--- src/hdl/rename_pkg.sv ---
// Sizes and index types for the rename back end
// Sizes must stay powers of two, since pointers wrap by overflow
`default_nettype none

package rename_pkg;

    //////////////////////////////////////////////////
    // Sizes
    //////////////////////////////////////////////////

    // Architectural register count, RISC-V integer file
    localparam int NUM_ARCH_REGS = 32;

    // Physical register count, shared by map, free list and register file
    localparam int NUM_PHYS_REGS = 64;

    // In-flight instructions
    localparam int GL_DEPTH = 16;

    localparam int DATA_WIDTH = 64;

    //////////////////////////////////////////////////
    // Index and data types
    //////////////////////////////////////////////////

    // Architectural register index
    typedef logic [$clog2(NUM_ARCH_REGS)-1:0] reg_t;

    // Physical register index
    typedef logic [$clog2(NUM_PHYS_REGS)-1:0] phreg_t;

    // Graduation list slot
    typedef logic [$clog2(GL_DEPTH)-1:0] gl_index_t;

    typedef logic [DATA_WIDTH-1:0] bus64_t;

    // One bit wider than phreg_t so a full list can be counted
    typedef logic [$clog2(NUM_PHYS_REGS):0] fl_count_t;

endpackage

`default_nettype wire

--- src/hdl/rename_ifc.sv ---
// Writeback and retire buses used inside rename_core
// Writeback has no handshake; fire marks exactly one retiring cycle
`timescale 1ns/100ps
`default_nettype none

// One result per cycle with valid high
interface wb_if;
    logic                  valid;
    rename_pkg::phreg_t    prd;
    rename_pkg::gl_index_t gl_index;
    rename_pkg::bus64_t    data;

    modport source (output valid, prd, gl_index, data);
    modport sink   (input  valid, prd, gl_index, data);
endinterface

// Head of the graduation list as it retires
interface retire_if;
    logic               fire;
    logic               regfile_we;
    rename_pkg::reg_t   rd;
    rename_pkg::phreg_t prd;
    rename_pkg::phreg_t old_prd;

    modport source (output fire, regfile_we, rd, prd, old_prd);
    modport sink   (input  fire, regfile_we, rd, prd, old_prd);
endinterface

`default_nettype wire

--- src/hdl/phys_regfile.sv ---
// Physical register storage, one write port and one commit read port
// Contents are undefined until written; register 0 is never written
`timescale 1ns/100ps
`default_nettype none

module phys_regfile (
    input  wire logic           clk_i,
    wb_if.sink                  wb,
    retire_if.sink              retire,
    output rename_pkg::bus64_t  commit_data_o
);

    rename_pkg::bus64_t regs_q [rename_pkg::NUM_PHYS_REGS];

    //////////////////////////////////////////////////
    // Writeback port
    //////////////////////////////////////////////////

    // Physical 0 backs x0 and stays zero
    always_ff @(posedge clk_i) begin
        if (wb.valid && (wb.prd != '0)) begin
            regs_q[wb.prd] <= wb.data;
        end
    end

    //////////////////////////////////////////////////
    // Commit read port
    //////////////////////////////////////////////////

    // Nothing is committed for instructions without a destination
    assign commit_data_o = retire.regfile_we ? regs_q[retire.prd] : '0;

endmodule

`default_nettype wire

--- src/flat_wrapper.sv ---
// flat-port wrapper written by rule: the top's interface ports become plain ports
module phys_regfile_flat 
  (clk_i, commit_data_o, wb_valid, wb_prd, wb_gl_index, wb_data, retire_fire, retire_regfile_we, retire_rd, retire_prd, retire_old_prd);
  wb_if wb_i ();
  retire_if retire_i ();
  input  wire logic clk_i;
  output rename_pkg::bus64_t commit_data_o;
  input wire logic [$bits(wb_i.valid)-1:0] wb_valid;
  input wire logic [$bits(wb_i.prd)-1:0] wb_prd;
  input wire logic [$bits(wb_i.gl_index)-1:0] wb_gl_index;
  input wire logic [$bits(wb_i.data)-1:0] wb_data;
  input wire logic [$bits(retire_i.fire)-1:0] retire_fire;
  input wire logic [$bits(retire_i.regfile_we)-1:0] retire_regfile_we;
  input wire logic [$bits(retire_i.rd)-1:0] retire_rd;
  input wire logic [$bits(retire_i.prd)-1:0] retire_prd;
  input wire logic [$bits(retire_i.old_prd)-1:0] retire_old_prd;
  assign wb_i.valid = wb_valid;
  assign wb_i.prd = wb_prd;
  assign wb_i.gl_index = wb_gl_index;
  assign wb_i.data = wb_data;
  assign retire_i.fire = retire_fire;
  assign retire_i.regfile_we = retire_regfile_we;
  assign retire_i.rd = retire_rd;
  assign retire_i.prd = retire_prd;
  assign retire_i.old_prd = retire_old_prd;
  phys_regfile u_core (.clk_i(clk_i), .wb(wb_i), .retire(retire_i), .commit_data_o(commit_data_o));
endmodule
--- config.mk ---
export PLATFORM = sky130hd
export DESIGN_NAME = phys_regfile_flat
export DESIGN_NICKNAME = d
export VERILOG_FILES = /design/src/hdl/rename_pkg.sv /design/src/hdl/rename_ifc.sv /design/src/hdl/phys_regfile.sv /design/src/flat_wrapper.sv
export SDC_FILE = /design/constraint.sdc
export NUM_CORES = 2
export LEC_CHECK = 0
export BUFFER_PORTS_ARGS = -buffer_cell sky130_fd_sc_hd__buf_2
export CAP_MARGIN = 15
export CORE_ASPECT_RATIO = 1.2
export CORE_UTILIZATION = 60
export CTS_BUF_LIST = sky130_fd_sc_hd__clkbuf_8 sky130_fd_sc_hd__clkbuf_16
export CTS_CLUSTER_SIZE = 30
export DETAILED_ROUTE_END_ITERATION = 16
export MAX_ROUTING_LAYER = met4
export PLACE_DENSITY = 0.83
export SLEW_MARGIN = 20
export SYNTH_ARGS = -nofsm -noshare
export SYNTH_HDL_FRONTEND = slang
export SYNTH_SLANG_ARGS = --single-unit
--- constraint.sdc ---
create_clock -name clk_i -period 11.2 [get_ports clk_i]
set_input_delay 1.12 -clock clk_i [delete_from_list [all_inputs] [get_ports clk_i]]
set_output_delay 1.12 -clock clk_i [all_outputs]
set_load 0.01 [all_outputs]
==> After elaboration in Yosys (flattened, before gate mapping) <==
Memories as Yosys holds them, arrays and structs flattened.
Index checks and enable logic that the tools add are counted.
{ "totals": {"reg_bits": 0, "mem_bits_rw": 4096, "output_inout_bits": 64, "word_cells": 6, "memories": 1} }
{ "memory_table": {"columns": ["memory", "depth", "word_bits", "read_ports", "rd_clocked_by_memory_dff", "wr", "line_no", "text"], "rows": [
  ["u_core.regs_q", 64, 64, 1, 0, 1, "phys_regfile.sv:13", "rename_pkg::bus64_t regs_q [rename_pkg::NUM_PHYS_REGS];"]
]} }
{ "op_classes": {"muxes": 3, "reduce_logical": 2} }
{ "op_table": {"columns": ["cell", "count"], "rows": [
  ["$mux W64", 1],
  ["$reduce_bool A6 Y1", 1],
  ["$mux W1", 2],
  ["$logic_and A1 B1 Y1", 1]
]} }

==> Depth between registers and ports, before layout <==
{ "depth": {"depth_word": 4, "ltp_mapped": 10, "depth_no_buf": 5} }

==> Worst setup path after synthesis <==
Ideal clock, no wire load.
{ "synth_timing": {"path_type": "input -> register", "start": "input port wb_prd[5]", "end": "memory u_core.regs_q[39][0] (netlist name) (enable)", "t_arrival_ns": 4.649, "required_time_ns": 10.713, "setup_slack_ns": 6.064, "path_stages": 4, "n_path_buf": 2, "cell_sequence": "clkbuf_1 -> or3b_2 -> clkbuf_1 -> nor2_1"} }
{ "synth_between": {"elab_chain_len": 4} }
{ "synth_lines": {"columns": ["element", "line_no", "text"], "rows": [
  ["from (decl)", "flat_wrapper.sv:9", "input wire logic [$bits(wb_i.prd)-1:0] wb_prd;"],
  ["$reduce_bool A6 Y1", "phys_regfile.sv:21", "if (wb.valid && (wb.prd != '0)) begin"],
  ["$logic_and A1 B1 Y1", "phys_regfile.sv:21", null],
  ["$mux W1", "phys_regfile.sv:21", null],
  ["$mux W1 (not written as such)", "phys_regfile.sv:22", "regs_q[wb.prd] <= wb.data;"],
  ["to (decl)", "phys_regfile.sv:13", null]
]} }
Parallel ways exist; a longest one is shown, timed or not.

==> Worst setup path in the final report <==
{ "layout_timing": {"start": "input port retire_prd[4]", "end": "output port commit_data_o[49]"} }
{ "layout_between": {"elab_chain_len": 2} }
{ "layout_lines": {"columns": ["element", "line_no", "text"], "rows": [
  ["from (decl)", "flat_wrapper.sv:15", "input wire logic [$bits(retire_i.prd)-1:0] retire_prd;"],
  ["$mem_v2 Z64 W64", null, null],
  ["$mux W64", "phys_regfile.sv:31", "assign commit_data_o = retire.regfile_we ? regs_q[retire.prd] : '0;"],
  ["to (decl)", "flat_wrapper.sv:7", "output rename_pkg::bus64_t commit_data_o;"]
]} }
No other way between the ends.

==> run_results.csv <==
group,metric,value,unit
finish,post-route-util,0.674,
grt,antenna_found_initial,35,
synth,synth_edf_count,4096,
detailed_routing,wl,467,mm
detailed_routing,final_antenna_net_count,0,
critical_path,critPathLaunchType,"input port",
synth,ys_seq_elements,4096,
worst_hold_path,hp-start,"wb_data[15]",
critical_path,cp.required,10.08,ns
clock_tree,h-tree-depth,5,
place,place_congestion,0.819,
sta,slew_headroom,0.113,
worst_hold_path,holdPathEnd,"u_core.regs_q[12][15]",
critical_path,path_class,"in -> out",
sta,setup_viol,0,
synth,syn_inst,7064,
finish,final_layout_size_suffix_gt1_frac,0.227,
power_and_ir_drop,pwr_density_cell,182,nW/µm²
synth,yosys_warnings,0,
floorplanning,rows,204,
finish,largest_reg_flops,4096,
grt,grt_max_degree,123,
critical_path,cp.arrival,5.87,ns
floorplanning,die_height,561,µm
finish,fin_area,174000,µm²
clock_tree,root_buffer,"clkbuf_16",
synth,ys_async_sr_fraction,0,
sta,finalHoldViolations,0,
grt,grt_use_total,0.360,
clock_tree,cts_buffers,388,
place,io_buffers,142,
sta,period_minus_slack,6.99,ns
detailed_routing,remaining_drc_errors,0,
floorplanning,die_area,263000,µm²
synth,syn_area_per_cell,22.1,µm²
sta,rsz0062_at_grt,"no",
clock_tree,cts_resized,0,
clock_tree,post_cts_buffers,0,
grt,grt_pass1_wl,633,mm
detailed_routing,vias,85400,
finish,largestRegisters,"u_core.regs_q (4096)",
grt,grt_pass1_vias,85400,
critical_path,worst_setup_path_end_kind,"primary output",
run,drv_cap,0,
finish,final_common_cell,"edfxtp_1",
floorplanning,start_util,0.605,
sta,maxSlewViolCount,0,
place,place_area,162000,µm²
clock_tree,cts_max_path_buffers,4,
place,dp_hpwl,214,mm
power_and_ir_drop,p_leak,55.8,nW
finish,syn_to_final_growth,11.3,%
detailed_routing,avgViaCountPerCell,7.66,
sta,max_freq,143,MHz
finish,n_fill_cell,14300,
finish,final_nets,7529,
sta,worst_pin_slew,1.33,ns
clock_tree,path_clk_slew,0.06,ns
synth,netlist_area,156000,µm²
finish,layout_common_cells,"4,096 x edfxtp_1, 776 x mux4_2, 655 x mux2i_1",
worst_hold_path,hp-class,"in -> reg",
power_and_ir_drop,ir_worst_vdd,0.000163,V
synth,ys.flop_type,"edfxtp_1",
detailed_routing,wire_per_inst,41.9,µm
clock_tree,cts.sinks,4096,
floorplanning,die_width,468,µm
finish,top_register,"u_core.regs_q",
sta,setup_tns,0,ns
synth,synth_cell_types,46,
sta,fin_crit_sh,0.624,
critical_path,critPathMaxFanout,51,
floorplanning,core,258000,µm²
floorplanning,ioPinCount,159,
worst_hold_path,holdPathStages,1,
detailed_routing,drtPass1Iterations,8,
synth,yosysSeqAreaShare,0.787,
run_status,status,"finished, final reports clean",
clock_tree,cts_tree,"yes",
detailed_routing,drt_iter0_markers,17000,
grt,grt_overflow,0,
clock_tree,hold_buffers,0,
-- cells in the mapped netlist (2+ instances only) --
cell type / number / share of area
nand3b_1: 4 / 0.00019
a2bb2oi_1: 13 / 0.00073
o211ai_1: 3 / 0.00014
mux2_2: 35 / 0.0025
nor2b_1: 33 / 0.0013
buf_2: 139 / 0.0044
a21oi_1: 142 / 0.0045
a22o_1: 2 / 0.00011
a211oi_1: 59 / 0.0028
o311ai_0: 28 / 0.0016
o31ai_1: 49 / 0.0024
o22ai_1: 171 / 0.0068
nor3_1: 34 / 0.0011
nand3_1: 7 / 0.00022
edfxtp_1: 4096 / 0.79
o32a_1: 5 / 0.00032
a211o_1: 4 / 0.00022
or3_1: 17 / 0.00068
o21ai_0: 82 / 0.0026
nand2_1: 24 / 0.00058
buf_1: 28 / 0.00067
a22oi_1: 165 / 0.0079
a221oi_1: 32 / 0.0018
o22a_1: 42 / 0.0024
buf_4: 70 / 0.0034
and2_1: 5 / 0.00020
o221ai_1: 5 / 0.00028
buf_6: 22 / 0.0016
nor2_1: 130 / 0.0031
a31oi_1: 14 / 0.00056
mux2i_1: 655 / 0.042
nand2b_1: 7 / 0.00028
mux4_2: 776 / 0.11
clkbuf_1: 154 / 0.0037
-- worst max-delay path: stages --
cell       delay [ns]
buf_4            0.51
buf_4            0.84
inv_1            0.78
nand2_4          1.04
o31ai_1          0.18
a21oi_1          0.25
a2bb2oi_1        0.69
buf_2            0.26
-- logic make-up (layout without fill, tap and decap cells) --
group / after synthesis / after routing / synth area share
multiplexers: 1466 / 1466 / 0.156
other: 1 / 104 / 0.0000240
AND/OR/NAND/NOR: 270 / 270 / 0.00811
buffers and inverters: 415 / 1003 / 0.0138
AO/OA/AOI/OAI: 816 / 816 / 0.0352
flip-flops: 4096 / 4096 / 0.787
-- layer usage --
layer | wire length, µm | GRT usage | share of wire | vias to the layer above
li1 | - | - | - | 30700
met1 | 141000 | 0.431 | 0.30 | 42600
met2 | 218000 | 0.540 | 0.47 | 9955
met3 | 71400 | 0.105 | 0.15 | 2249
met4 | 36200 | 0.226 | 0.077 | 0
met5 | 0 | - | 0 | -
-- worst max path at each step --
stage | from | slack, ns | end | cells after the start
5_1_grt | retire_prd[4] | 4.38 | commit_data_o[49] | 8
2_1_floorplan | wb_prd[5] | 6.06 | u_core.regs_q[39][0] | 4
3_5_place_dp | retire_prd[4] | 4.70 | commit_data_o[13] | 8
3_3_place_gp | retire_prd[2] | 4.65 | commit_data_o[57] | 9
4_1_cts | retire_prd[1] | 4.61 | commit_data_o[54] | 8
6_report | retire_prd[4] | 4.21 | commit_data_o[49] | 8
-- report_power, final --
group | internal (mW) | total [mW] | switching (mW)
Clock | 7.24 | 13.0 | 5.78
Combinational | 0.530 | 1.60 | 1.07
Sequential | 17.0 | 17.0 | 0.0447
-- cell type report --
class                           instances  area [µm²]  share of cell area
Inverter                                1        3.75           0.0000216
Clock buffer                          393        9830              0.0565
Sequential cell                      4096      123000               0.707
Antenna cell                           40         100            0.000575
Multi-Input combinational cell       2616       32000               0.184
Clock inverter                        278        2310              0.0133
Tap cell                             3399        4250              0.0244
Timing Repair Buffer                  331        2530              0.0145
-- per-stage QoR --
step / std cells / total power [mW] / worst slack (ns) / hold WS (ns)
4_1_cts: 11100 / 31.5 / 4.61 / 0.757
2_1_floorplan: 7127 / 18.2 / 6.06 / 1.22
6_report: 11200 / 31.7 / 4.21 / 0.504
3_5_place_dp: 10400 / 18.8 / 4.70 / 1.82
5_1_grt: 11100 / 32.2 / 4.38 / 0.503
3_3_place_gp: 10400 / 18.8 / 4.65 / 1.78
Power figures use the tool's default switching activity.
