**config.mk**
```make
export PLATFORM = sky130hd
export DESIGN_NAME = free_list_flat
export DESIGN_NICKNAME = d
export VERILOG_FILES = /design/src/hdl/rename_pkg.sv /design/src/hdl/rename_ifc.sv /design/src/hdl/free_list.sv /design/src/flat_wrapper.sv
export SDC_FILE = /design/constraint.sdc
export NUM_CORES = 1
export LEC_CHECK = 0
export ABC_CLOCK_PERIOD_IN_PS = 1800
export CAP_MARGIN = 30
export CORE_MARGIN = 5
export CORE_UTILIZATION = 58
export CTS_BUF_LIST = sky130_fd_sc_hd__clkbuf_8 sky130_fd_sc_hd__clkbuf_16
export DETAILED_ROUTE_END_ITERATION = 8
export DONT_BUFFER_PORTS = 1
export PLACE_DENSITY = 0.76
export SLEW_MARGIN = 20
export SYNTH_ARGS = -nofsm -noshare
export SYNTH_HDL_FRONTEND = slang
export SYNTH_SLANG_ARGS = --single-unit
```
**constraint.sdc**
```tcl
create_clock -name clk_i -period 1.8 [get_ports clk_i]
set_clock_uncertainty 0.15 [all_clocks]
set_input_delay 0.09 -clock clk_i [delete_from_list [all_inputs] [get_ports clk_i]]
set_output_delay 0.09 -clock clk_i [all_outputs]
set_load 0.01 [all_outputs]
```
**src/hdl/rename_pkg.sv**
```systemverilog
// Sizes and index types for the rename back end
// Sizes must stay powers of two, since pointers wrap by overflow
`default_nettype none

package rename_pkg;

    //////////////////////////////////////////////////
    // Sizes
    //////////////////////////////////////////////////

    // Architectural register count, RISC-V integer file
    localparam int NUM_ARCH_REGS = 32;

    // Physical register count, shared by map, free list and register file
    localparam int NUM_PHYS_REGS = 64;

    // In-flight instructions
    localparam int GL_DEPTH = 16;

    localparam int DATA_WIDTH = 64;

    //////////////////////////////////////////////////
    // Index and data types
    //////////////////////////////////////////////////

    // Architectural register index
    typedef logic [$clog2(NUM_ARCH_REGS)-1:0] reg_t;

    // Physical register index
    typedef logic [$clog2(NUM_PHYS_REGS)-1:0] phreg_t;

    // Graduation list slot
    typedef logic [$clog2(GL_DEPTH)-1:0] gl_index_t;

    typedef logic [DATA_WIDTH-1:0] bus64_t;

    // One bit wider than phreg_t so a full list can be counted
    typedef logic [$clog2(NUM_PHYS_REGS):0] fl_count_t;

endpackage

`default_nettype wire

```
**src/hdl/rename_ifc.sv**
```systemverilog
// Writeback and retire buses used inside rename_core
// Writeback has no handshake; fire marks exactly one retiring cycle
`timescale 1ns/100ps
`default_nettype none


// Head of the graduation list as it retires
interface retire_if;
    logic               fire;
    logic               regfile_we;
    rename_pkg::reg_t   rd;
    rename_pkg::phreg_t prd;
    rename_pkg::phreg_t old_prd;

    modport source (output fire, regfile_we, rd, prd, old_prd);
    modport sink   (input  fire, regfile_we, rd, prd, old_prd);
endinterface

`default_nettype wire

```
**src/hdl/free_list.sv**
```systemverilog
// Free physical registers as a circular FIFO, 32..63 after reset
// Caller must not allocate while empty_o is high
`timescale 1ns/100ps
`default_nettype none

module free_list (
    input  wire logic               clk_i,
    input  wire logic               rstn_i,
    input  wire logic               alloc_i,
    retire_if.sink                  retire,
    output rename_pkg::phreg_t      head_o,
    output logic                    empty_o
);

    rename_pkg::phreg_t    fifo_q [rename_pkg::NUM_PHYS_REGS];
    rename_pkg::phreg_t    head_q;
    rename_pkg::phreg_t    tail_q;
    rename_pkg::fl_count_t count_q;
    logic                  push;

    // Old mapping of a retiring writer goes back to the pool
    assign push = retire.fire && retire.regfile_we;

    //////////////////////////////////////////////////
    // Storage
    //////////////////////////////////////////////////

    // Slot i starts as register 32 + i; slots past 31 wrap and are never popped first
    always_ff @(posedge clk_i or negedge rstn_i) begin
        if (!rstn_i) begin
            for (int i = 0; i < rename_pkg::NUM_PHYS_REGS; i++) begin
                fifo_q[i] <= rename_pkg::phreg_t'(i + rename_pkg::NUM_ARCH_REGS);
            end
        end else if (push) begin
            fifo_q[tail_q] <= retire.old_prd;
        end
    end

    //////////////////////////////////////////////////
    // Pointers and occupancy
    //////////////////////////////////////////////////

    always_ff @(posedge clk_i or negedge rstn_i) begin
        if (!rstn_i) begin
            head_q  <= '0;
            tail_q  <= rename_pkg::phreg_t'(rename_pkg::NUM_PHYS_REGS - rename_pkg::NUM_ARCH_REGS);
            count_q <= rename_pkg::fl_count_t'(
                           rename_pkg::NUM_PHYS_REGS - rename_pkg::NUM_ARCH_REGS);
        end else begin
            if (alloc_i) begin
                head_q <= head_q + rename_pkg::phreg_t'(1);
            end
            if (push) begin
                tail_q <= tail_q + rename_pkg::phreg_t'(1);
            end
            // Simultaneous push and pop leave the count alone
            case ({push, alloc_i})
                2'b10:   count_q <= count_q + rename_pkg::fl_count_t'(1);
                2'b01:   count_q <= count_q - rename_pkg::fl_count_t'(1);
                default: count_q <= count_q;
            endcase
        end
    end

    assign head_o  = fifo_q[head_q];
    assign empty_o = (count_q == '0);

    // Rename must stall on an empty list
    a_no_pop_empty: assert property (
        @(posedge clk_i) disable iff (!rstn_i) alloc_i |-> !empty_o
    );

    // More frees than registers would mean a double release
    a_no_push_full: assert property (
        @(posedge clk_i) disable iff (!rstn_i)
        push |-> (count_q != rename_pkg::fl_count_t'(rename_pkg::NUM_PHYS_REGS))
    );

endmodule

`default_nettype wire

```
**src/flat_wrapper.sv**
```systemverilog
// flat-port wrapper written by rule: the top's interface ports become plain ports
module free_list_flat 
  (clk_i, rstn_i, alloc_i, head_o, empty_o, retire_fire, retire_regfile_we, retire_rd, retire_prd, retire_old_prd);
  retire_if retire_i ();
  input  wire logic clk_i;
  input  wire logic rstn_i;
  input  wire logic alloc_i;
  output rename_pkg::phreg_t head_o;
  output logic empty_o;
  input wire logic [$bits(retire_i.fire)-1:0] retire_fire;
  input wire logic [$bits(retire_i.regfile_we)-1:0] retire_regfile_we;
  input wire logic [$bits(retire_i.rd)-1:0] retire_rd;
  input wire logic [$bits(retire_i.prd)-1:0] retire_prd;
  input wire logic [$bits(retire_i.old_prd)-1:0] retire_old_prd;
  assign retire_i.fire = retire_fire;
  assign retire_i.regfile_we = retire_regfile_we;
  assign retire_i.rd = retire_rd;
  assign retire_i.prd = retire_prd;
  assign retire_i.old_prd = retire_old_prd;
  free_list u_core (.clk_i(clk_i), .rstn_i(rstn_i), .alloc_i(alloc_i), .retire(retire_i), .head_o(head_o), .empty_o(empty_o));
endmodule
```
**Word level (Yosys, flattened, before mapping)**

Index checks and enable logic that the tools add are counted.
W data, S select, Z words.

- Bits of input ports: 22
- Register bits after elaboration: 403
- Logic and storage cells: 89
- Output and inout port bits: 7

- Add/sub/neg operators: 4
- Bitwise gates (word level): 2
- Reductions and logical operators: 4
- Multiplexer cells: 7
- Order comparisons: 3
- Eq/ne operators: 2

Operator list:

| cell | number |
|---|---|
| $bwmux W384 | 1 |
| $bmux W6 S6 | 1 |
| $demux W6 S6 | 1 |
| $mux W6 | 3 |
| $ge A7 B7 Y1 const B | 2 |
| $not A6 Y7 | 2 |
| $pmux W7 S2 | 1 |
| $add A6 B1 Y6 const B | 2 |
| $add A7 B1 Y7 const B | 1 |
| $logic_not A7 Y1 | 1 |
| $lt A7 B1 Y1 const B | 1 |
| $sub A7 B1 Y7 const B | 1 |
| $eq A2 B1 Y1 const B | 1 |
| $eq A2 B2 Y1 const B | 1 |
| $logic_and A1 B1 Y1 | 2 |
| $reduce_bool A2 Y1 | 1 |

**Depth between registers and ports, before layout**

Gate-level depths: netlist of run 1.

- Depth after elaboration: 6
- Mapped depth: 10
- Gate-level depth less buffers: 9

**Worst setup path after synthesis of run 1**

Ideal clock, no wire load.

- Path type: in2reg
- From: input port retire_fire
- To: register u_core.count_q[6]
- Setup slack: -203 ps
- Buffers on the path: 1
- Data required time: 1,571 ps
- Setup time: 79 ps
- Stages on the path: 10
- Arrival time: 1,774 ps
- Cells stage by stage: nand2_1 -> ha_1 -> clkbuf_1 -> xor2_1 -> ha_1 -> nand2b_1 -> o22ai_1 -> a221oi_1 -> a211oi_1 -> xor2_1

- Cells in the longest elaborated chain, start to end: 3
- Elaborated cells between the ends (all ways): 5
- Those cells by class: eq/ne (2); mux (1); reduce/logical (2)

Ends and longest elaborated chain:

| what | RTL line | RTL |
|---|---|---|
| start: declaration | flat_wrapper.sv:10 | `input wire logic [$bits(retire_i.fire)-1:0] retire_fire;` |
| $logic_and A1 B1 Y1 * | free_list.sv:22 | `assign push = retire.fire && retire.regfile_we;` |
| $eq A2 B1 Y1 / $eq A2 B2 Y1 (equally long branches) | free_list.sv:57 | `case ({push, alloc_i})` |
| $pmux W7 S2 / $reduce_bool A2 Y1 (equally long branches) | -- |  |
| end signal: assignment | free_list.sv:58 | `2'b10: count_q <= count_q + rename_pkg::fl_count_t'(1);` |
| end signal: assignment | free_list.sv:59 | `2'b01: count_q <= count_q - rename_pkg::fl_count_t'(1);` |
| end signal: assignment | free_list.sv:60 | `default: count_q <= count_q;` |
| end: declaration | free_list.sv:18 | `rename_pkg::fl_count_t count_q;` |

Every way passes the cells marked *; elsewhere a longest branch is shown, timed or not.
A chain may end at the register's enable or synchronous reset.

**Worst setup path after layout of run 1**

- From: register u_core.head_q[1]
- To: output port head_o[3]

- Cells in the longest elaborated chain, start to end: 4

Ends and longest elaborated chain:

| what | RTL line | RTL |
|---|---|---|
| start: declaration | free_list.sv:16 | `rename_pkg::phreg_t head_q;` |
| start signal: assignment | free_list.sv:51 | `head_q <= head_q + rename_pkg::phreg_t'(1);` |
| $not A6 Y7 (implied by the code) | free_list.sv:65 | `assign head_o = fifo_q[head_q];` |
| $bmux W6 S6 | free_list.sv:65 |  |
| $mux W6 (implied by the code) (2 in series) | free_list.sv:65 |  |
| end: declaration | flat_wrapper.sv:8 | `output rename_pkg::phreg_t head_o;` |

No other way between the ends. The select of a mux whose other input is x is not followed.

==> results of run 1 <==
[sequential cells by signal, indices dropped and copies added, names as in the netlist]
register / cells
u_core.tail_q: 6
u_core.head_q: 6
u_core.fifo_q: 384
u_core.count_q: 7
[critical path: stages (launching register included)]
cell and delay [ns]:
dfrtp_2 0.49, buf_4 0.26, nor2_1 0.22, buf_4 0.23, a221oi_1 0.37, o21ai_1 0.17, a221oi_2 0.34, a21o_1 0.24
[stage by stage]
stage	instances	util	instance area, um^2	setup WS, ns	hold WS [ns]
6_report	1972	0.775	25200	-1.32	-0.850
5_1_grt	1972	0.775	25200	-1.34	-0.881
4_1_cts	1957	0.741	24000	-1.06	-0.892
3_5_place_dp	1832	0.636	20700	-0.645	-0.319
3_3_place_gp	1832	0.636	20700	-0.625	-0.323
2_1_floorplan	1318	-	19200	-0.147	-0.356
[synthesized netlist by cell type (5+ instances only)]
library cell / count
a22oi_1: 6
buf_6: 10
mux4_2: 51
nor2_1: 61
a21oi_1: 18
a211oi_1: 13
o22ai_1: 12
a221oi_1: 28
mux2_2: 386
buf_2: 7
o21ai_0: 28
and2_1: 6
nand2_1: 29
mux2i_1: 91
o221ai_1: 12
a21o_1: 5
dfstp_2: 194
xor2_1: 8
xnor2_1: 9
nand3_1: 10
clkbuf_1: 68
buf_1: 7
dfrtp_1: 209
ha_1: 5
[repair_timing]
item	in CTS	in global routing
pin swaps	50	52
setup buffers	32	13
endpoints found under the hold margin	804	404
gates resized for setup	356	234
setup endpoints to repair	386	374
hold buffers	16	2
cloned	0	1
[final timing paths]
kind                                     end  slack [ns]  cells past startpoint
max                                head_o[3]       -1.32                      7
min                        u_core.fifo_q[69]       -0.85                      0
max reg2reg                u_core.fifo_q[65]       -0.24                      6
min reg2reg                u_core.count_q[6]        0.35                      1
max in group asynchronous   u_core.head_q[0]        0.83                      0
min in group clk_i         u_core.count_q[4]           0                      5
[where the power goes]
group	total [uW]	leakage (uW)	internal, uW	switching, uW
clock	8970	0.000752	5160	3810
sequential	12900	0.00483	11300	1550
combinational	14100	0.00533	7120	6980
total	35900	0.0109	23600	12300
[per-layer routing]
| metal | vias to the layer above | part of all wire | global-route usage |
|---|---|---|---|
| li1 | 5244 | - | - |
| met1 | 6994 | 0.38 | 0.386 |
| met2 | 812 | 0.48 | 0.464 |
| met3 | 275 | 0.073 | 0.0537 |
| met4 | 0 | 0.061 | 0.0925 |
| met5 | - | 0 | 0 |
[area by class of cell]
| cell class | count | share of cell area |
|---|---|---|
| Clock buffer | 55 | 0.0493 |
| Clock inverter | 24 | 0.00711 |
| Inverter | 3 | 0.000448 |
| Multi-Input combinational cell | 813 | 0.407 |
| Sequential cell | 403 | 0.411 |
| Tap cell | 442 | 0.0220 |
| Timing Repair Buffer | 232 | 0.103 |
[cell families (layout without fill, tap and decap cells)]
family | after synthesis | count (layout) | share of synthesized area
muxes | 528 | 528 | 0.337
DFF | 403 | 403 | 0.544
and+or+nand+nor | 136 | 136 | 0.0347
AOI/OAI and AO/OA | 127 | 127 | 0.0460
buffers and inverters | 102 | 314 | 0.0271
xor gates and xnor gates | 17 | 17 | 0.00784
adders and majority gates | 5 | 5 | 0.00329
==> flow_summary.json, run 1 <==
{
  "grt_usage": 0.283,
  "synthTopCellsByArea": "dfrtp_1 (28%), dfstp_2 (27%), mux2_2 (23%), mux4_2 (6.0%), mux2i_1 (4.8%)",
  "slew_headroom": -0.158,
  "grt_max_degree": 404,
  "synth_area_mm2": 0.0190,
  "crit_start": "u_core.head_q[1]",
  "final_common_cell": "mux2_4",
  "insertion_delay_ns": 0.55,
  "synth_ff_type": "dfrtp_1",
  "drt_pass1_iterations": 5,
  "antenna_found_initial": 0,
  "setup_ws_ns": -1.32,
  "start_util": 0.585,
  "ys_seq_elements": 403,
  "syn_area_per_cell_um2": 14.4,
  "num_io_pins": 29,
  "violations": "hold timing, slew limit, setup timing",
  "clock_path_buffers": 3,
  "row_count": 66,
  "fill_cells": 1553,
  "drtIter0Drc": 1353,
  "worstMarginPinSlew_ns": 1.74,
  "synth-edff-count": 0,
  "crit_type": "flip-flop to output port",
  "coreArea_mm2": 0.0325,
  "timing_hold_violations_final": 355,
  "drc": 0,
  "critPathLaunchType": "flip-flop",
  "multiInputGateArea_mm2": 0.0102,
  "grt_setup_unrepaired": "true",
  "dpl.hpwl_um": 29400,
  "die_width_um": 191,
  "slew_viol_final": 124,
  "grt_pass1_wl_um": 80600,
  "routed_wl_um": 60300,
  "end_kind": "output port",
  "area_growth_pct": 32.4,
  "nets": 1523,
  "cts_made_buffers": 43,
  "synth.distinct_cells": 47,
  "die_area_mm2": 0.0365,
  "arrival_ns": 2.88,
  "grt_pass1_vias": 13300,
  "timing.final.crit_share": 1.73,
  "fin_tns_setup_ns": -47.87,
  "hold_path.class": "primary input to async pin",
  "yosysWarnings": 0,
  "crit_required_ns": 1.56,
  "whs_ns": -0.850,
  "antenna_left": 0,
  "fin_crit_ns": 3.12,
  "seq_area_mm2": 0.0103,
  "port_buffers": 0,
  "max_freq_mhz": 321,
  "cts_tree": "built",
  "vias_per_cell": 6.76,
  "p_leak_uw": 0.0109,
  "antenna_cells": 0,
  "r2r-start": "u_core.tail_q[5]",
  "clock-sinks": 403,
  "synthArstFlopShare": 1.00,
  "power.density_mw_per_mm2": 1430,
  "ctsRootBufferMaster": "clkbuf_16",
  "ir_drop_mv": 1.08,
  "gr-total-overflow": 0,
  "status": "finished, violations left",
  "total_power_uw": 35900,
  "drive_gt1_frac": 0.703,
  "die_y_um": 191,
  "synth_seq_area_share": 0.544,
  "vias": 13300,
  "htree_levels": 2,
  "cap_violations": 0,
  "yosys.area.top_type": "dfrtp_1",
  "synth.top_cell.area_share": 0.275,
  "worstPathMaxFanout": 8,
  "mostFrequentLayoutCells": "mux2_4 (289), dfrtp_1 (199), dfstp_2 (193)",
  "clk_pin_slew_ns": 0.07,
  "syn-num-nets": 1345,
  "wire_per_inst_um": 30.6,
  "gp_congestion": 0.864,
  "synth_cells": 1318,
  "setup_violations": 352
}
(Power assumes the default switching activity.)
==> inputs of run 2 (changes only) <==
--- a/config.mk
+++ b/config.mk
@@ -12,7 +12,7 @@
 export CTS_BUF_LIST = sky130_fd_sc_hd__clkbuf_8 sky130_fd_sc_hd__clkbuf_16
 export DETAILED_ROUTE_END_ITERATION = 8
 export DONT_BUFFER_PORTS = 1
-export PLACE_DENSITY = 0.76
+export PLACE_DENSITY = 0.77
 export SLEW_MARGIN = 20
 export SYNTH_ARGS = -nofsm -noshare
 export SYNTH_HDL_FRONTEND = slang
==> flow_summary.json, run 2 (synthesized netlist as in run 1, its figures left out) <==
{
  "grt_pass1_vias": 13700,
  "slew_viol_final": 0,
  "ctsRootBufferMaster": "clkbuf_16",
  "cts_made_buffers": 42,
  "cap_violations": 0,
  "largest_reg_flops": 384,
  "clock_path_buffers": 3,
  "grt_max_degree": 404,
  "gp_congestion": 0.871,
  "timing.final.crit_share": 1.71,
  "port_buffers": 0,
  "num_io_pins": 29,
  "wire_per_inst_um": 31.5,
  "ff2ff_path_depth": 6,
  "nets": 1509,
  "reg.largest.list": "u_core.fifo_q x384, u_core.count_q x7",
  "ir_drop_mv": 1.26,
  "violations": "hold timing, setup timing",
  "cts_tree": "built",
  "start_util": 0.585,
  "setup_ws_ns": -1.28,
  "fin_cells": 1957,
  "grt_setup_unrepaired": "true",
  "grt_usage": 0.297,
  "clk_pin_slew_ns": 0.07,
  "final_common_cell": "mux2_4",
  "dpl.hpwl_um": 28300,
  "die_width_um": 191,
  "end_kind": "output port",
  "cpPeakStageDelay_ns": 0.56,
  "r2r-start": "u_core.tail_q[5]",
  "drt_pass1_iterations": 5,
  "fin_area_mm2": 0.0254,
  "slew_headroom": 0.277,
  "crit_slowest_cell": "dfrtp_4",
  "p_leak_uw": 0.0109,
  "setup_violations": 384,
  "worstPathMaxFanout": 16,
  "routed_wl_um": 61700,
  "die_area_mm2": 0.0365,
  "status": "finished, violations left",
  "die_y_um": 191,
  "drtIter0Drc": 1373,
  "clock-sinks": 403,
  "insertion_delay_ns": 0.56,
  "max_freq_mhz": 324,
  "antenna_cells": 0,
  "grt_pass1_wl_um": 83700,
  "area_growth_pct": 33.8,
  "finish.utilization": 0.783,
  "power.density_mw_per_mm2": 1440,
  "hold_path.class": "primary input to async pin",
  "whs_ns": -0.910,
  "critPathLaunchType": "flip-flop",
  "antenna_found_initial": 1,
  "fin_tns_setup_ns": -53.89,
  "arrival_ns": 2.84,
  "place_area_mm2": 0.0205,
  "r2r-end": "u_core.fifo_q[102]",
  "drive_gt1_frac": 0.710,
  "regMostFlops": "u_core.fifo_q",
  "row_count": 66,
  "worstMarginPinSlew_ns": 1.08,
  "coreArea_mm2": 0.0325,
  "crit_type": "flip-flop to output port",
  "fin_crit_ns": 3.08,
  "worstPathCellList": "buf_16 -> mux2i_1 -> a221oi_2 -> o21ai_0 -> a22oi_2 -> a21o_1",
  "gr-total-overflow": 0,
  "htree_levels": 2,
  "vias": 13200,
  "antenna_left": 0,
  "pre_cts_ws_ns": -0.670,
  "crit_required_ns": 1.56,
  "timing_hold_violations_final": 403,
  "drc": 0,
  "regToRegSetupSlack_ns": -0.24,
  "dpl.cell_count": 1806,
  "mostFrequentLayoutCells": "mux2_4 (297), dfrtp_1 (202), dfstp_2 (193)",
  "vias_per_cell": 6.76
}
[run 2: where the power goes]
group          total (uW)  internal (uW)  switching [uW]  leakage [uW]
Sequential          12800          11300            1530       0.00483
Clock                9160           5290            3870      0.000749
Combinational       14600           7280            7330       0.00533
Total               36600          23900           12700        0.0109
[run 2: area by class of cell]
class	instances	area (um^2)
fillers	1511	7050
multi-input cells	813	10400
clock inverters	21	191
repair buffers	219	2660
flip-flops and latches	403	10300
inverters	3	11.3
well taps	442	553
clock buffers	56	1240
[run 2: metrics by stage]
| stage | hold WS (ns) | total power [uW] |
|---|---|---|
| 6_report | -0.910 | 36600 |
| 5_1_grt | -0.921 | 37600 |
| 4_1_cts | -0.900 | 33700 |
| 3_5_place_dp | -0.333 | 22400 |
| 3_3_place_gp | -0.341 | 22100 |
| 2_1_floorplan | -0.356 | 19000 |
[run 2: timing repair]
| action | 4_1_cts | 5_1_grt |
|---|---|---|
| setup endpoints to repair | 387 | 384 |
| endpoints found under the hold margin | 806 | 405 |
| pin swaps | 48 | 70 |
| hold buffers | 16 | 2 |
| setup buffers | 34 | 29 |
| cloned | 2 | 2 |
| gates resized for setup | 419 | 244 |
[run 2: how the worst max path moves through the flow]
stage	startpoint	to	slack [ns]	cells after the start
floorplan	u_core.tail_q[1]	u_core.fifo_q[198]	-0.15	4
global placement	u_core.head_q[1]	head_o[3]	-0.66	5
detailed placement	u_core.head_q[1]	head_o[3]	-0.67	5
CTS	u_core.head_q[0]	head_o[3]	-1.07	9
global route	u_core.head_q[0]	head_o[0]	-1.32	6
finish	u_core.head_q[0]	head_o[0]	-1.28	6
[run 2: worst max-delay path, delay by kind of cell, from the launching register on]
kind | cells | cell delay (ns)
DFF | 1 | 0.56
buffers and inverters | 1 | 0.20
AOI/OAI and AO/OA | 4 | 1.30
muxes | 1 | 0.20
[run 2: metal layers]
metal  global-route usage  up-vias  wire length (um)
met5                    0        -                 8
met4                0.111        2              3380
met3               0.0566      234              4690
met2                0.482      730             29900
met1                0.403     7036             23600
li1                     -     5222                 -
==> inputs of run 3 (changes only) <==
--- a/config.mk
+++ b/config.mk
@@ -5,6 +5,7 @@
 export SDC_FILE = /design/constraint.sdc
 export NUM_CORES = 1
 export LEC_CHECK = 0
+export ABC_AREA = 1
 export ABC_CLOCK_PERIOD_IN_PS = 1800
 export CAP_MARGIN = 30
 export CORE_MARGIN = 5
==> flow_summary.json, run 3 <==
{
  "grt_pass1_wl_um": 90100,
  "ctsRootBufferMaster": "clkbuf_16",
  "start_util": 0.583,
  "routed_wl_um": 59800,
  "fin_area_mm2": 0.0238,
  "dpl.cell_count": 2903,
  "port_buffers": 0,
  "synth_common_cells": "nand2_1 (1005), o21ai_0 (305), nand3_1 (219), dfrtp_1 (209), dfstp_2 (194)",
  "drive_gt1_frac": 0.244,
  "synthAdderAreaFrac": 0.00321,
  "die_width_um": 193,
  "vias_per_cell": 5.87,
  "fill_cells": 2432,
  "ys_seq_elements": 403,
  "cap_violations": 0,
  "synthArstFlopShare": 1.00,
  "synth_ff_type": "dfrtp_1",
  "setup_ws_ns": -0.825,
  "crit_required_ns": 1.56,
  "gr-total-overflow": 0,
  "drtIter0Drc": 2368,
  "whs_ns": -0.876,
  "finish.utilization": 0.714,
  "grt_usage": 0.305,
  "area_growth_pct": 22.3,
  "grt_setup_unrepaired": "true",
  "regToRegSetupSlack_ns": -0.18,
  "ir_drop_mv": 1.11,
  "multiInputGateArea_mm2": 0.00876,
  "p_leak_uw": 0.0106,
  "die_area_mm2": 0.0373,
  "synth_seq_area_share": 0.531,
  "synthMuxAreaShare": 0,
  "antenna_left": 0,
  "row_count": 67,
  "synthXorXnorAreaFrac": 0.00450,
  "crit_type": "flip-flop to output port",
  "yosys.area.top_type": "dfrtp_1",
  "synth_area_mm2": 0.0195,
  "insertion_delay_ns": 0.56,
  "synth-edff-count": 0,
  "critPathLaunchType": "flip-flop",
  "gp_congestion": 0.994,
  "end_kind": "output port",
  "synth-simple-area-share": 0.275,
  "worstPathMaxFanout": 24,
  "drc": 0,
  "syn-num-nets": 2550,
  "pre_cts_ws_ns": -0.193,
  "largest_reg_flops": 384,
  "htree_levels": 2,
  "seq_area_mm2": 0.0103,
  "synth.distinct_cells": 32,
  "clock_path_buffers": 3,
  "total_power_uw": 37400,
  "status": "finished, violations left",
  "cts_made_buffers": 43,
  "setup_violations": 242,
  "synth_cells": 2523,
  "place_area_mm2": 0.0205,
  "drt_pass1_iterations": 6,
  "dpl.hpwl_um": 34800,
  "max_freq_mhz": 381,
  "num_io_pins": 29,
  "synthTopCellsByArea": "dfrtp_1 (27%), dfstp_2 (26%), nand2_1 (19%), o21ai_0 (7.8%), nand3_1 (5.6%)",
  "grt_max_degree": 404,
  "vias": 17800,
  "coreArea_mm2": 0.0334,
  "timing.final.crit_share": 1.46,
  "wire_per_inst_um": 19.7,
  "synth.most_common_cell": "nand2_1",
  "die_y_um": 193,
  "grt_pass1_vias": 16700,
  "syn_area_per_cell_um2": 7.71,
  "cts_tree": "built",
  "clk_pin_slew_ns": 0.06,
  "fin_crit_ns": 2.63,
  "synth_top_family_by_area": "simple AND/OR/NAND/NOR gates",
  "regMostFlops": "u_core.fifo_q",
  "antenna_cells": 0,
  "fin_cells": 3038,
  "reg.largest.list": "u_core.fifo_q x384, u_core.count_q x7",
  "clock-sinks": 403,
  "synth.top_cell.area_share": 0.269,
  "arrival_ns": 2.39,
  "timing_hold_violations_final": 403,
  "hold_path.class": "primary input to async pin",
  "worstMarginPinSlew_ns": 1.08,
  "slew_headroom": 0.281,
  "mostFrequentLayoutCells": "nand2_1 (905), o21ai_0 (237), dfrtp_1 (203)",
  "nets": 2584,
  "violations": "hold timing, setup timing",
  "power.density_mw_per_mm2": 1570,
  "antenna_found_initial": 0,
  "slew_viol_final": 0,
  "synth_compound_area_frac": 0.117,
  "final_common_cell": "nand2_1",
  "yosysWarnings": 0
}
## run 3: worst paths after layout
path | from | end | cells past startpoint
worst max register to register | u_core.tail_q[1] | u_core.fifo_q[364] | 9
min in group clk_i | retire_fire | u_core.count_q[0] | 5
worst max-delay path | u_core.head_q[0] | head_o[4] | 10
worst min register to register | u_core.fifo_q[169] | u_core.fifo_q[169] | 2
max in group asynchronous | rstn_i | u_core.tail_q[2] | 0
worst min-delay path | rstn_i | u_core.fifo_q[125] | 0
## run 3: layout make-up
cell class                      count  share of cell area
Multi-Input combinational cell   1792               0.368
Clock inverter                     26              0.0118
Inverter                          157              0.0258
Tap cell                          448              0.0235
Timing Repair Buffer              160              0.0846
Clock buffer                       52              0.0518
Sequential cell                   403               0.434
## run 3: cells by family (layout without fill, tap and decap cells)
logic type	Yosys count	after routing
buf+inv	336	395
compound gates	446	446
fa+ha+maj	5	5
simple gates	1323	1331
flops	403	403
xor+xnor	10	10
## run 3: metal layers
layer	track usage	vias to the layer above	share of wire
li1	-	8142	-
met1	0.417	8605	0.40
met2	0.481	887	0.46
met3	0.0544	210	0.087
met4	0.138	0	0.049
met5	0	-	0
## run 3: per-stage QoR
stage,TNS [ns],hold slack (ns)
after CTS,-114.93,-0.897
after floorplan,0,-0.356
after global placement,-6.22,-0.319
final,-36.47,-0.876
after global routing,-54.52,-0.887
after detailed placement,-8.65,-0.320
## run 3: critical path, stage by stage, from the launching register on
cell	delay [ns]
dfrtp_4	0.53
clkinv_8	0.15
buf_12	0.19
nand2_1	0.07
nand3_1	0.08
nand3_1	0.09
nand2_1	0.07
nor2_2	0.21
nand2_1	0.17
nand3_1	0.13
nand2_2	0.11
## run 3: power breakdown
group	switching (uW)	internal (uW)	leakage (uW)
Sequential	1360	11800	0.00484
Clock	3720	5720	0.000773
Combinational	9390	5460	0.00495
## run 3: what timing repair did
action / 4_1_cts / 5_1_grt
setup buffers: 2 / 26
hold buffers: 9 / 3
cloned: 2 / 15
endpoints found under the hold margin: 740 / 410
setup endpoints to repair: 166 / 356
pin swaps: 9 / 22
resized for setup: 91 / 274
